## src/hw/bridge_pkg.sv

```systemverilog
`default_nettype none

package bridge_pkg;

    // frame start pair on the host stream
    localparam logic [7:0] sync_byte_0 = 8'hAA;
    localparam logic [7:0] sync_byte_1 = 8'h55;

    // first byte of every upload response
    localparam logic [7:0] resp_sync = 8'hA5;

    // command codes
    localparam logic [7:0] cmd_pwm_set  = 8'h01;
    localparam logic [7:0] cmd_loopback = 8'h02;

    // source tags in the upload header
    localparam logic [7:0] src_pwm      = 8'h01;
    localparam logic [7:0] src_loopback = 8'h02;

    // payload buffer sizing
    localparam int max_payload    = 64;
    localparam int payload_addr_w = $clog2(max_payload);

    localparam int pwm_channels = 8;

endpackage

`default_nettype wire

```

## src/hw/cmd_if.sv

```systemverilog
`timescale 1ns/1ps
`default_nettype none

interface cmd_if;

    logic [7:0]  cmd_type;
    logic [15:0] cmd_length;
    logic [7:0]  cmd_data;
    logic [15:0] cmd_data_index;
    logic        cmd_start;
    logic        cmd_data_valid;
    logic        cmd_done;
    // one ready level per handler
    logic        pwm_ready;
    logic        lb_ready;

    modport source (
        output cmd_type, cmd_length, cmd_data, cmd_data_index,
        output cmd_start, cmd_data_valid, cmd_done,
        input  pwm_ready, lb_ready
    );

    modport sink (
        input  cmd_type, cmd_length, cmd_data, cmd_data_index,
        input  cmd_start, cmd_data_valid, cmd_done,
        output pwm_ready, lb_ready
    );

endinterface

`default_nettype wire

```

## src/hw/upload_if.sv

```systemverilog
`timescale 1ns/1ps
`default_nettype none

interface upload_if;

    logic       req;
    logic [7:0] data;
    logic       valid;
    // marks the final byte of a response
    logic       last;

    modport source (
        output req, data, valid, last
    );

    modport sink (
        input req, data, valid, last
    );

endinterface

`default_nettype wire

```

## src/hw/frame_parser.sv

```systemverilog
`timescale 1ns/1ps
`default_nettype none

module frame_parser
    import bridge_pkg::*;
(
    input  logic                      clk,
    input  logic                      rst_n,
    input  logic [7:0]                rx_data,
    input  logic                      rx_valid,
    input  logic [payload_addr_w-1:0] rd_addr,
    output logic [7:0]                rd_data,
    output logic                      parse_done,
    output logic                      parse_error,
    output logic [7:0]                cmd_code,
    output logic [15:0]               cmd_len
);

    typedef enum logic [2:0] {
        p_sync0, p_sync1, p_cmd, p_len_h, p_len_l, p_payload, p_csum
    } p_state_t;

    p_state_t    state;
    logic [7:0]  sum;
    logic [7:0]  code_q;
    logic [15:0] len_q;
    logic [15:0] byte_cnt;
    logic        too_long;
    logic [7:0]  mem [max_payload];

    always_ff @(posedge clk or negedge rst_n) begin
        if (!rst_n) begin
            state       <= p_sync0;
            sum         <= 8'd0;
            code_q      <= 8'd0;
            len_q       <= 16'd0;
            byte_cnt    <= 16'd0;
            too_long    <= 1'b0;
            parse_done  <= 1'b0;
            parse_error <= 1'b0;
            cmd_code    <= 8'd0;
            cmd_len     <= 16'd0;
        end else begin
            parse_done  <= 1'b0;
            parse_error <= 1'b0;
            if (rx_valid) begin
                case (state)
                    p_sync0: begin
                        if (rx_data == sync_byte_0) state <= p_sync1;
                    end
                    p_sync1: begin
                        // a repeated AA may still start the frame
                        if (rx_data == sync_byte_1) state <= p_cmd;
                        else if (rx_data != sync_byte_0) state <= p_sync0;
                    end
                    p_cmd: begin
                        code_q <= rx_data;
                        sum    <= rx_data;
                        state  <= p_len_h;
                    end
                    p_len_h: begin
                        len_q[15:8] <= rx_data;
                        sum         <= sum + rx_data;
                        state       <= p_len_l;
                    end
                    p_len_l: begin
                        len_q[7:0] <= rx_data;
                        sum        <= sum + rx_data;
                        byte_cnt   <= 16'd0;
                        too_long   <= {len_q[15:8], rx_data} > 16'(max_payload);
                        if ({len_q[15:8], rx_data} == 16'd0) state <= p_csum;
                        else state <= p_payload;
                    end
                    p_payload: begin
                        // oversized payloads are still consumed, just not stored
                        sum      <= sum + rx_data;
                        byte_cnt <= byte_cnt + 16'd1;
                        if (byte_cnt == len_q - 16'd1) state <= p_csum;
                    end
                    p_csum: begin
                        state <= p_sync0;
                        if (!too_long && rx_data == sum) begin
                            parse_done <= 1'b1;
                            cmd_code   <= code_q;
                            cmd_len    <= len_q;
                        end else begin
                            parse_error <= 1'b1;
                        end
                    end
                    default: state <= p_sync0;
                endcase
            end
        end
    end

    // payload buffer, one cycle read latency
    always_ff @(posedge clk) begin
        if (rx_valid && state == p_payload && !too_long) begin
            mem[byte_cnt[payload_addr_w-1:0]] <= rx_data;
        end
        rd_data <= mem[rd_addr];
    end

endmodule

`default_nettype wire

```

## src/hw/command_processor.sv

```systemverilog
`timescale 1ns/1ps
`default_nettype none

module command_processor
    import bridge_pkg::*;
(
    input  logic                      clk,
    input  logic                      rst_n,
    input  logic                      parse_done,
    input  logic [7:0]                cmd_code,
    input  logic [15:0]               cmd_len,
    output logic [payload_addr_w-1:0] rd_addr,
    input  logic [7:0]                rd_data,
    cmd_if.source                     cmd,
    output logic                      led_out
);

    logic                    busy;
    logic                    pend;
    logic                    rd_q;
    logic [payload_addr_w:0] rd_idx;
    logic [payload_addr_w:0] idx_q;
    logic                    rd_act;
    logic                    go;
    logic                    finish;

    // a read is issued every cycle until the whole payload is requested
    assign rd_act  = busy && (16'(rd_idx) < cmd.cmd_length);
    assign rd_addr = rd_idx[payload_addr_w-1:0];
    assign go      = !busy && (parse_done || pend) && cmd.pwm_ready && cmd.lb_ready;
    assign finish  = (cmd.cmd_data_valid && cmd.cmd_data_index == cmd.cmd_length - 16'd1)
                   || (cmd.cmd_start && cmd.cmd_length == 16'd0);

    always_ff @(posedge clk or negedge rst_n) begin
        if (!rst_n) begin
            busy               <= 1'b0;
            pend               <= 1'b0;
            rd_q               <= 1'b0;
            rd_idx             <= '0;
            led_out            <= 1'b0;
            cmd.cmd_type       <= 8'd0;
            cmd.cmd_length     <= 16'd0;
            cmd.cmd_start      <= 1'b0;
            cmd.cmd_data_valid <= 1'b0;
            cmd.cmd_done       <= 1'b0;
        end else begin
            cmd.cmd_start      <= go;
            cmd.cmd_done       <= finish;
            rd_q               <= rd_act;
            cmd.cmd_data_valid <= rd_q;
            if (go) begin
                busy           <= 1'b1;
                pend           <= 1'b0;
                led_out        <= ~led_out;
                cmd.cmd_type   <= cmd_code;
                cmd.cmd_length <= cmd_len;
                rd_idx         <= '0;
            end else begin
                // a frame that lands while busy waits here
                if (parse_done) pend <= 1'b1;
                if (rd_act) rd_idx <= rd_idx + 1'b1;
                if (finish) busy <= 1'b0;
            end
        end
    end

    always_ff @(posedge clk) begin
        idx_q              <= rd_idx;
        cmd.cmd_data       <= rd_data;
        cmd.cmd_data_index <= 16'(idx_q);
    end

endmodule

`default_nettype wire

```

## src/hw/pwm_handler.sv

```systemverilog
`timescale 1ns/1ps
`default_nettype none

module pwm_handler
    import bridge_pkg::*;
(
    input  logic                    clk,
    input  logic                    rst_n,
    cmd_if.sink                     cmd,
    upload_if.source                up,
    output logic [pwm_channels-1:0] pwm_pins
);

    logic [7:0]                    duty [pwm_channels];
    logic [7:0]                    shadow [pwm_channels];
    logic [7:0]                    pwm_cnt;
    logic                          active;
    logic                          start;
    logic                          take;
    logic [$clog2(pwm_channels):0] applied;

    assign start = cmd.cmd_start && cmd.cmd_type == cmd_pwm_set;
    // bytes past the last channel are dropped
    assign take  = active && cmd.cmd_data_valid && cmd.cmd_data_index < 16'(pwm_channels);

    always_ff @(posedge clk or negedge rst_n) begin
        if (!rst_n) begin
            active        <= 1'b0;
            applied       <= '0;
            cmd.pwm_ready <= 1'b1;
            up.req        <= 1'b0;
            up.valid      <= 1'b0;
            up.last       <= 1'b0;
            pwm_cnt       <= 8'd0;
            pwm_pins      <= '0;
            for (int k = 0; k < pwm_channels; k++) begin
                duty[k] <= 8'd0;
            end
        end else begin
            pwm_cnt  <= pwm_cnt + 8'd1;
            // req, then the single ack byte
            up.req   <= active && cmd.cmd_done;
            up.valid <= up.req;
            up.last  <= up.req;
            if (start) begin
                active        <= 1'b1;
                applied       <= '0;
                cmd.pwm_ready <= 1'b0;
            end else if (take) begin
                applied <= applied + 1'b1;
            end
            if (active && cmd.cmd_done) begin
                active <= 1'b0;
                for (int k = 0; k < pwm_channels; k++) begin
                    duty[k] <= shadow[k];
                end
            end
            if (up.valid) cmd.pwm_ready <= 1'b1;
            for (int k = 0; k < pwm_channels; k++) begin
                pwm_pins[k] <= pwm_cnt < duty[k];
            end
        end
    end

    // shadow starts from the live set so untouched channels keep their value
    always_ff @(posedge clk) begin
        if (start) begin
            for (int k = 0; k < pwm_channels; k++) begin
                shadow[k] <= duty[k];
            end
        end else if (take) begin
            shadow[cmd.cmd_data_index[$clog2(pwm_channels)-1:0]] <= cmd.cmd_data;
        end
        if (up.req) up.data <= 8'(applied);
    end

endmodule

`default_nettype wire

```

## src/hw/loopback_handler.sv

```systemverilog
`timescale 1ns/1ps
`default_nettype none

module loopback_handler
    import bridge_pkg::*;
(
    input  logic     clk,
    input  logic     rst_n,
    cmd_if.sink      cmd,
    upload_if.source up
);

    logic active;
    logic start;
    logic is_last;

    // empty loopback commands are answered with nothing
    assign start   = cmd.cmd_start && cmd.cmd_type == cmd_loopback
                   && cmd.cmd_length != 16'd0;
    assign is_last = cmd.cmd_data_index == cmd.cmd_length - 16'd1;

    always_ff @(posedge clk or negedge rst_n) begin
        if (!rst_n) begin
            active       <= 1'b0;
            cmd.lb_ready <= 1'b1;
            up.req       <= 1'b0;
            up.valid     <= 1'b0;
            up.last      <= 1'b0;
        end else begin
            up.req   <= 1'b0;
            up.valid <= 1'b0;
            up.last  <= 1'b0;
            if (start) begin
                active       <= 1'b1;
                cmd.lb_ready <= 1'b0;
                up.req       <= 1'b1;
            end else if (active && cmd.cmd_data_valid) begin
                up.valid <= 1'b1;
                up.last  <= is_last;
                if (is_last) begin
                    active       <= 1'b0;
                    cmd.lb_ready <= 1'b1;
                end
            end
        end
    end

    always_ff @(posedge clk) begin
        if (active && cmd.cmd_data_valid) up.data <= cmd.cmd_data;
    end

endmodule

`default_nettype wire

```

## src/hw/upload_merger.sv

```systemverilog
`timescale 1ns/1ps
`default_nettype none

module upload_merger
    import bridge_pkg::*;
(
    input  logic       clk,
    input  logic       rst_n,
    upload_if.sink     pwm_up,
    upload_if.sink     lb_up,
    output logic [7:0] upload_data,
    output logic       upload_valid
);

    typedef enum logic [1:0] {m_idle, m_tag, m_data} m_state_t;

    m_state_t   state;
    logic       sel_lb;
    logic       pend_pwm;
    logic       pend_lb;
    // {last, data} held while the header goes out
    logic [8:0] skid [2];
    logic [1:0] skid_cnt;
    logic [1:0] wr_slot;
    logic       in_valid;
    logic [8:0] in_byte;
    logic [8:0] out_byte;
    logic       pop;
    logic       push;
    logic       fwd;

    assign in_valid = sel_lb ? lb_up.valid : pwm_up.valid;
    assign in_byte  = sel_lb ? {lb_up.last, lb_up.data} : {pwm_up.last, pwm_up.data};
    assign out_byte = (skid_cnt != 2'd0) ? skid[0] : in_byte;
    assign pop      = state == m_data && skid_cnt != 2'd0;
    assign push     = in_valid && state != m_idle && !(state == m_data && skid_cnt == 2'd0);
    assign fwd      = state == m_data && (skid_cnt != 2'd0 || in_valid);
    assign wr_slot  = skid_cnt - 2'(pop);

    always_ff @(posedge clk or negedge rst_n) begin
        if (!rst_n) begin
            state        <= m_idle;
            sel_lb       <= 1'b0;
            pend_pwm     <= 1'b0;
            pend_lb      <= 1'b0;
            skid_cnt     <= 2'd0;
            upload_valid <= 1'b0;
        end else begin
            skid_cnt     <= skid_cnt + 2'(push) - 2'(pop);
            upload_valid <= 1'b0;
            case (state)
                m_idle: begin
                    // pwm wins a tie, the loser is remembered
                    if (pwm_up.req || pend_pwm) begin
                        sel_lb       <= 1'b0;
                        pend_pwm     <= 1'b0;
                        state        <= m_tag;
                        upload_valid <= 1'b1;
                        if (lb_up.req) pend_lb <= 1'b1;
                    end else if (lb_up.req || pend_lb) begin
                        sel_lb       <= 1'b1;
                        pend_lb      <= 1'b0;
                        state        <= m_tag;
                        upload_valid <= 1'b1;
                    end
                end
                m_tag: begin
                    upload_valid <= 1'b1;
                    state        <= m_data;
                end
                default: begin
                    upload_valid <= fwd;
                    if (fwd && out_byte[8]) state <= m_idle;
                end
            endcase
            if (state != m_idle) begin
                if (pwm_up.req) pend_pwm <= 1'b1;
                if (lb_up.req) pend_lb <= 1'b1;
            end
        end
    end

    always_ff @(posedge clk) begin
        case (state)
            m_idle:  upload_data <= resp_sync;
            m_tag:   upload_data <= sel_lb ? src_loopback : src_pwm;
            default: upload_data <= out_byte[7:0];
        endcase
        if (pop) skid[0] <= skid[1];
        if (push) skid[wr_slot[0]] <= in_byte;
    end

endmodule

`default_nettype wire

```

## src/hw/usb_bridge_top.sv

```systemverilog
`timescale 1ns/1ps
`default_nettype none

module usb_bridge_top
    import bridge_pkg::*;
(
    input  logic                    clk,
    input  logic                    rst_n,
    input  logic [7:0]              usb_data,
    input  logic                    usb_valid,
    output logic                    parse_error,
    output logic                    led_out,
    output logic [pwm_channels-1:0] pwm_pins,
    output logic [7:0]              upload_data,
    output logic                    upload_valid
);

    logic                      parse_done;
    logic [7:0]                cmd_code;
    logic [15:0]               cmd_len;
    logic [payload_addr_w-1:0] rd_addr;
    logic [7:0]                rd_data;

    cmd_if    i_cmd ();
    upload_if i_pwm_up ();
    upload_if i_lb_up ();

    frame_parser u_parser (
        .clk         (clk),
        .rst_n       (rst_n),
        .rx_data     (usb_data),
        .rx_valid    (usb_valid),
        .rd_addr     (rd_addr),
        .rd_data     (rd_data),
        .parse_done  (parse_done),
        .parse_error (parse_error),
        .cmd_code    (cmd_code),
        .cmd_len     (cmd_len)
    );

    command_processor u_processor (
        .clk        (clk),
        .rst_n      (rst_n),
        .parse_done (parse_done),
        .cmd_code   (cmd_code),
        .cmd_len    (cmd_len),
        .rd_addr    (rd_addr),
        .rd_data    (rd_data),
        .cmd        (i_cmd.source),
        .led_out    (led_out)
    );

    pwm_handler u_pwm (
        .clk      (clk),
        .rst_n    (rst_n),
        .cmd      (i_cmd.sink),
        .up       (i_pwm_up.source),
        .pwm_pins (pwm_pins)
    );

    loopback_handler u_loopback (
        .clk   (clk),
        .rst_n (rst_n),
        .cmd   (i_cmd.sink),
        .up    (i_lb_up.source)
    );

    upload_merger u_merger (
        .clk          (clk),
        .rst_n        (rst_n),
        .pwm_up       (i_pwm_up.sink),
        .lb_up        (i_lb_up.sink),
        .upload_data  (upload_data),
        .upload_valid (upload_valid)
    );

endmodule

`default_nettype wire

```

## config.mk

```make
export PLATFORM = sky130hd
export DESIGN_NAME = usb_bridge_top
export DESIGN_NICKNAME = d
export VERILOG_FILES = /design/src/hw/bridge_pkg.sv /design/src/hw/cmd_if.sv /design/src/hw/upload_if.sv /design/src/hw/frame_parser.sv /design/src/hw/command_processor.sv /design/src/hw/pwm_handler.sv /design/src/hw/loopback_handler.sv /design/src/hw/upload_merger.sv /design/src/hw/usb_bridge_top.sv
export SDC_FILE = /design/constraint.sdc
export NUM_CORES = 1
export LEC_CHECK = 0
export BUFFER_PORTS_ARGS = -buffer_cell sky130_fd_sc_hd__buf_2
export CORE_ASPECT_RATIO = 0.7
export CORE_MARGIN = 8
export CORE_UTILIZATION = 45
export DETAILED_ROUTE_END_ITERATION = 7
export HOLD_SLACK_MARGIN = 0.06
export PLACE_DENSITY_LB_ADDON = 0.3
export SKIP_CTS_REPAIR_TIMING = 1
export SYNTH_ARGS = -nofsm -noshare
export SYNTH_HDL_FRONTEND = slang
export SYNTH_SLANG_ARGS = --single-unit
```

## constraint.sdc

```tcl
create_clock -name clk -period 3.72 [get_ports clk]
set_input_delay 0.744 -clock clk [delete_from_list [all_inputs] [get_ports clk]]
set_output_delay 0.744 -clock clk [all_outputs]
set_load 0.01 [all_outputs]
```

Word level (Yosys, flattened, before mapping):

Memories as Yosys holds them, arrays and structs flattened. A register that Yosys moved wholly into a read port is not among the register bits.
Index checks and enable logic that the tools add are counted.

* bits in registers: 195
* memory bits (writable): 594
* bits of input ports: 11
* output and inout port bits: 19
* logic and storage cells: 235
* memories kept: 3

* add/subtract/negate cells: 10
* order comparisons: 11
* equality and inequality tests: 20
* mux-type cells: 75
* bitwise gates (word level): 1
* reduce and logical (&&, ||, !) cells: 70

Memory list
* u_parser.mem: depth 64, bits a word 8, rd ports 1, clocked after memory_dff 1, wr ports 1, line frame_parser.sv:29 `logic [7:0] mem [max_payload];`
* u_pwm.shadow: depth 8, bits a word 8, rd ports 8, clocked after memory_dff 8, wr ports 8, line pwm_handler.sv:15 `logic [7:0] shadow [pwm_channels];`
* u_merger.skid: depth 2, bits a word 9, rd ports 2, clocked after memory_dff 0, wr ports 2, line upload_merger.sv:22 `logic [8:0] skid [2];`

Operators with widths (count)
* 8-bit less-than comparator: 8
* 1-bit 2-to-1 mux: 52
* 16-bit logical NOT: 2
* 16-bit case mux with 2 select lines: 1
* 8-bit case mux with 2 select lines: 2
* 16-bit by 1-bit subtractor with 16-bit output (second input constant): 2
* 2-bit nonzero test: 13
* 1-bit logical AND: 22
* 9-bit 2-to-1 mux: 2
* 3-bit case mux with 6 select lines: 1
* 16-bit by 1-bit adder with 16-bit output (second input constant): 1
* 16-bit equality test: 1
* 7-bit by 16-bit equality test with 1-bit output: 1
* 16-bit by 7-bit greater-than comparator with 1-bit output (second input constant): 1
* 7-bit by 16-bit less-than comparator with 1-bit output: 1
* 2-bit AND reduction: 8
* 16-bit nonzero test: 1
* 3-bit 2-to-1 mux: 5
* 7-bit 2-to-1 mux: 2
* 1-bit logical NOT: 11
* 2-bit 2-to-1 mux: 5
* 3-bit equality test (second input constant): 3
* 8-bit by 1-bit adder with 8-bit output (second input constant): 1
* 8-bit adder: 1
* other kinds (31): 40

Longest topological paths before layout:

* word-level depth: 7
* depth in mapped cells: 10
* gate-level depth less buffers: 10

Worst setup path after synthesis:

OpenSTA, ideal clock, no wires.

* kind: input to register
* start point: input port usb_valid
* end point: memory u_parser.mem[56][0] (enable)
* library setup time: 0.370 ns
* arrival time: 2.408 ns
* data required time: 3.350 ns
* slack: 0.941 ns
* stages: 7
* buffers on the path: 2
* path through: clkbuf_1 > and2_1 > clkbuf_1 > nand2_1 > nor3b_1 > nand3_1 > nor2_1

* longest elaborated chain between the ends: 4

RTL lines
* start, declared: line usb_bridge_top.sv:10 `input logic usb_valid,`
* 1-bit logical AND (2 in series): line frame_parser.sv:98 `if (rx_valid && state == p_payload && !too_long) begin`
* 1-bit 2-to-1 mux: line frame_parser.sv:98
* 1-bit 2-to-1 mux (implied by the code): line frame_parser.sv:99 `mem[byte_cnt[payload_addr_w-1:0]] <= rx_data;`
* end, declared: line frame_parser.sv:29

Every way passes these cells.

Worst setup path after layout:

* start point: register u_parser.state[1]
* end point: memory u_parser.mem[5][7] (enable)

* longest elaborated chain between the ends: 5

RTL lines
* start, declared: line frame_parser.sv:23 `p_state_t state;`
* start signal, assigned: line frame_parser.sv:33 `state <= p_sync0;`
* start signal, assigned: line frame_parser.sv:49 `if (rx_data == sync_byte_0) state <= p_sync1;`
* start signal, assigned: line frame_parser.sv:53 `if (rx_data == sync_byte_1) state <= p_cmd;`
* 3-bit equality test: line frame_parser.sv:98
* 1-bit logical AND (2 in series): line frame_parser.sv:98
* 1-bit 2-to-1 mux: line frame_parser.sv:98
* 1-bit 2-to-1 mux (implied by the code): line frame_parser.sv:99

Every way passes these cells.

==> flow_summary.ini <==
[status]
outcome = complete, no violations

[setup_path]
worst_path_max_delay_cell = nor2_1
crit_fanout = 10
cp_top_family = simple AND/OR/NAND/NOR gates
critPathBufInv = 1
cp.required_ns = 3.98
cp-start-kind = flop
worstPathCellList = and2b_1 -> and2_1 -> nand2_1 -> nor3_1 -> buf_4 -> nand2_1 -> nor2_1
cp_data_arrival_time_ns = 3.43
endpoint_kind = flop
crit_path_frequent_cell = nand2_1
cpPeakStageDelay_ns = 0.70
crit_type = reg2reg

[route]
drtPass1Iterations = 6
drc_errors = 0
vias = 20200
avgRoutedWirePerCell_um = 22.7
wl_mm = 81.0
drtAntennaViolNets = 0
vias_per_cell = 5.66
drt-initial-drc-count = 2028

[floorplanning]
core_sq_um = 78800
initial_core_util_pct = 45.4
die_w_um = 353
die-area_sq_um = 89000
die_h_um = 252
ios = 30
rows = 86

[layout]
regArea_sq_um = 24400
multi_input_area_sq_um = 10600
diodes = 0
drive_above_1_share_pct = 20.0
syn_to_final_growth_pct = 12.4
fillers = 6465
nets = 2532

[clocking]
clkLatencyLatePin_ns = 0.64
htree_levels = 3
clk_pin_slew_worst_paths_ns = 0.06
clockBufferDepth = 3
cts_tree = yes
cts_sinks = 861
cts-root-buf = clkbuf_16
cts_made_buffers = 82

[synth]
synth_seq_area_share_pct = 68.1
synth-seq-cells = 861
ys_types = 72
synth_area_sq_um = 35800
synth-edff-count = 606
synth_nets = 2439
synth_area_per_cell_sq_um = 15.2
synthCells = 2349
synthArstFlopShare_pct = 25.2
yosysWarnings = 0
synthFlopType = edfxtp_1

[global_route]
use_met1_pct = 27.6
grt_use_met3_pct = 3.56
gr-usage-met2_pct = 26.9
antenna_found_initial = 3
grt_max_degree = 102
grt_pass1_wl_mm = 124
grt_pass1_vias = 20000
busiest_layer = met1
grt_usage_pct = 18.1
grt_overflow = 0

[job]
drv_cap = 0

[placed_design]
dp_hpwl_mm = 50.3
io_buffers = 29
gp_congestion = 0.807

[sta]
finalSetupViolCount = 0
finClkSkew_ns = 0.0217
maxSlewViolCount = 0
hold_viol = 0
setup_tns_ns = 0
fin_crit_sh_pct = 85.3
rsz0062_at_grt = false
worst_pin_slew_ns = 1.19
fin_crit_ns = 3.17
slew-limit-headroom_pct = 20.0
clock.fmax_ghz = 0.315

[min_path]
hp-class = in2async

[power]
power_density_nw_per_um2 = 507
p_leak_nw = 14.5
design_power_total_mw = 20.4
irDropWorstVdd_uv = 392
metal layers:
| metal | vias to the layer above | share of wire, % |
|---|---|---|
| met5 | - | 0.021 |
| li1 | 9011 | - |
| met1 | 10400 | 47 |
| met3 | 110 | 7.5 |
| met4 | 2 | 1.8 |
| met2 | 693 | 44 |
worst paths after layout:
path	from	to	slack, ns	depth (start not counted)
max in group asynchronous	rst_n	u_processor.cmd.cmd_type[3]	2.67	2
min reg2reg	u_processor.idx_q[2]	u_processor.cmd.cmd_data_index[2]	0.32	0
max	u_parser.state[1]	u_parser.mem[5][7]	0.55	7
min	rst_n	u_pwm.pwm_pins[2]	0.14	1
max reg2reg	u_parser.state[1]	u_parser.mem[5][7]	0.55	7
min in group clk	u_processor.idx_q[2]	u_processor.cmd.cmd_data_index[2]	0.32	0
flip-flops by register name, indices dropped and copies added (netlist names), 16 cells and up:
register                    flops
u_parser.byte_cnt              16
u_parser.mem                  512
u_pwm.shadow                   64
u_parser.len_q                 16
u_parser.cmd_len               16
u_processor.cmd.cmd_length     16
u_pwm.duty                     64
u_merger.skid                  18
through the flow:
step	worst slack (ns)	hold WS [ns]	cell area [sq um]	utilization (%)	instances
2_1_floorplan	0.941	0.310	35800	-	2349
3_3_place_gp	0.551	0.313	37600	47.7	3414
3_5_place_dp	0.468	0.312	37600	47.7	3414
4_1_cts	0.533	0.145	40200	51.1	3563
5_1_grt	0.358	0.191	40200	51.1	3563
6_report	0.545	0.141	40200	51.1	3563
cells in the mapped netlist (7+ instances only):
library cell | instances | area share [%]
buf_1 | 15 | 0.16
nor3_1 | 35 | 0.49
a21oi_1 | 58 | 0.81
and2_1 | 8 | 0.14
nand4_1 | 8 | 0.14
edfxtp_1 | 606 | 51
nor4_1 | 9 | 0.16
nand3b_1 | 8 | 0.17
mux2_2 | 77 | 2.4
xor2_1 | 21 | 0.51
xnor2_1 | 26 | 0.64
inv_1 | 88 | 0.92
nor2b_1 | 22 | 0.38
nand2_1 | 280 | 2.9
nand3_1 | 28 | 0.39
buf_2 | 18 | 0.25
a211o_1 | 9 | 0.22
dfrtp_1 | 215 | 15
mux4_2 | 153 | 9.6
a21o_1 | 29 | 0.61
nor2_1 | 124 | 1.3
nand2b_1 | 14 | 0.24
ha_1 | 78 | 2.7
mux2i_1 | 31 | 0.87
and3_1 | 11 | 0.19
clkbuf_1 | 73 | 0.77
a211oi_1 | 7 | 0.15
o31ai_1 | 12 | 0.25
o211ai_1 | 7 | 0.15
dfxtp_1 | 38 | 2.1
o21ai_0 | 145 | 2.0
final cells by class:
cell class	count	area share (%)
flip-flops and latches	861	60.6
multi-input cells	1284	26.3
clock buffers	96	5.38
well taps	1056	3.28
repair buffers	122	2.28
clock inverters	53	1.27
inverters	91	0.849
cell usage in the layout (no fill, tap or decap), drive strengths merged, types with 12 or more instances in the layout:
cell    count
edfxtp    606
nand2     280
dfrtp     215
mux4      153
o21ai     148
nor2      124
buf       122
clkbuf     96
inv        94
ha         78
mux2       77
a21oi      58
dfxtp      38
nor3       37
clkinv     36
mux2i      31
a21o       29
nand3      28
xnor2      26
nor2b      22
xor2       21
nand2b     14
nor4       13
o31ai      12
worst reg2reg max path, stage by stage (launching register included):
cell and delay (ns):
dfrtp_1 0.48, and2b_1 0.37, and2_1 0.32, nand2_1 0.13, nor3_1 0.36, buf_4 0.20
nand2_1 0.23, nor2_1 0.70
cell families after synthesis:
| group | Yosys count | synth area share (%) |
|---|---|---|
| mux | 261 | 12.9 |
| simple gates | 585 | 7.45 |
| xor+xnor | 47 | 1.15 |
| flops | 861 | 68.1 |
| buf+inv | 204 | 2.29 |
| compound gates | 312 | 5.27 |
| fa+ha+maj | 79 | 2.78 |
report_power, final:
part           internal, mW  switching, mW  leakage [nW]
Clock                  4.75           3.65          1.31
Combinational         0.470          0.827          4.64
Sequential             10.4          0.280          8.53
Total                  15.6           4.76          14.5
No activity file was read; power rests on OpenSTA's default activity.
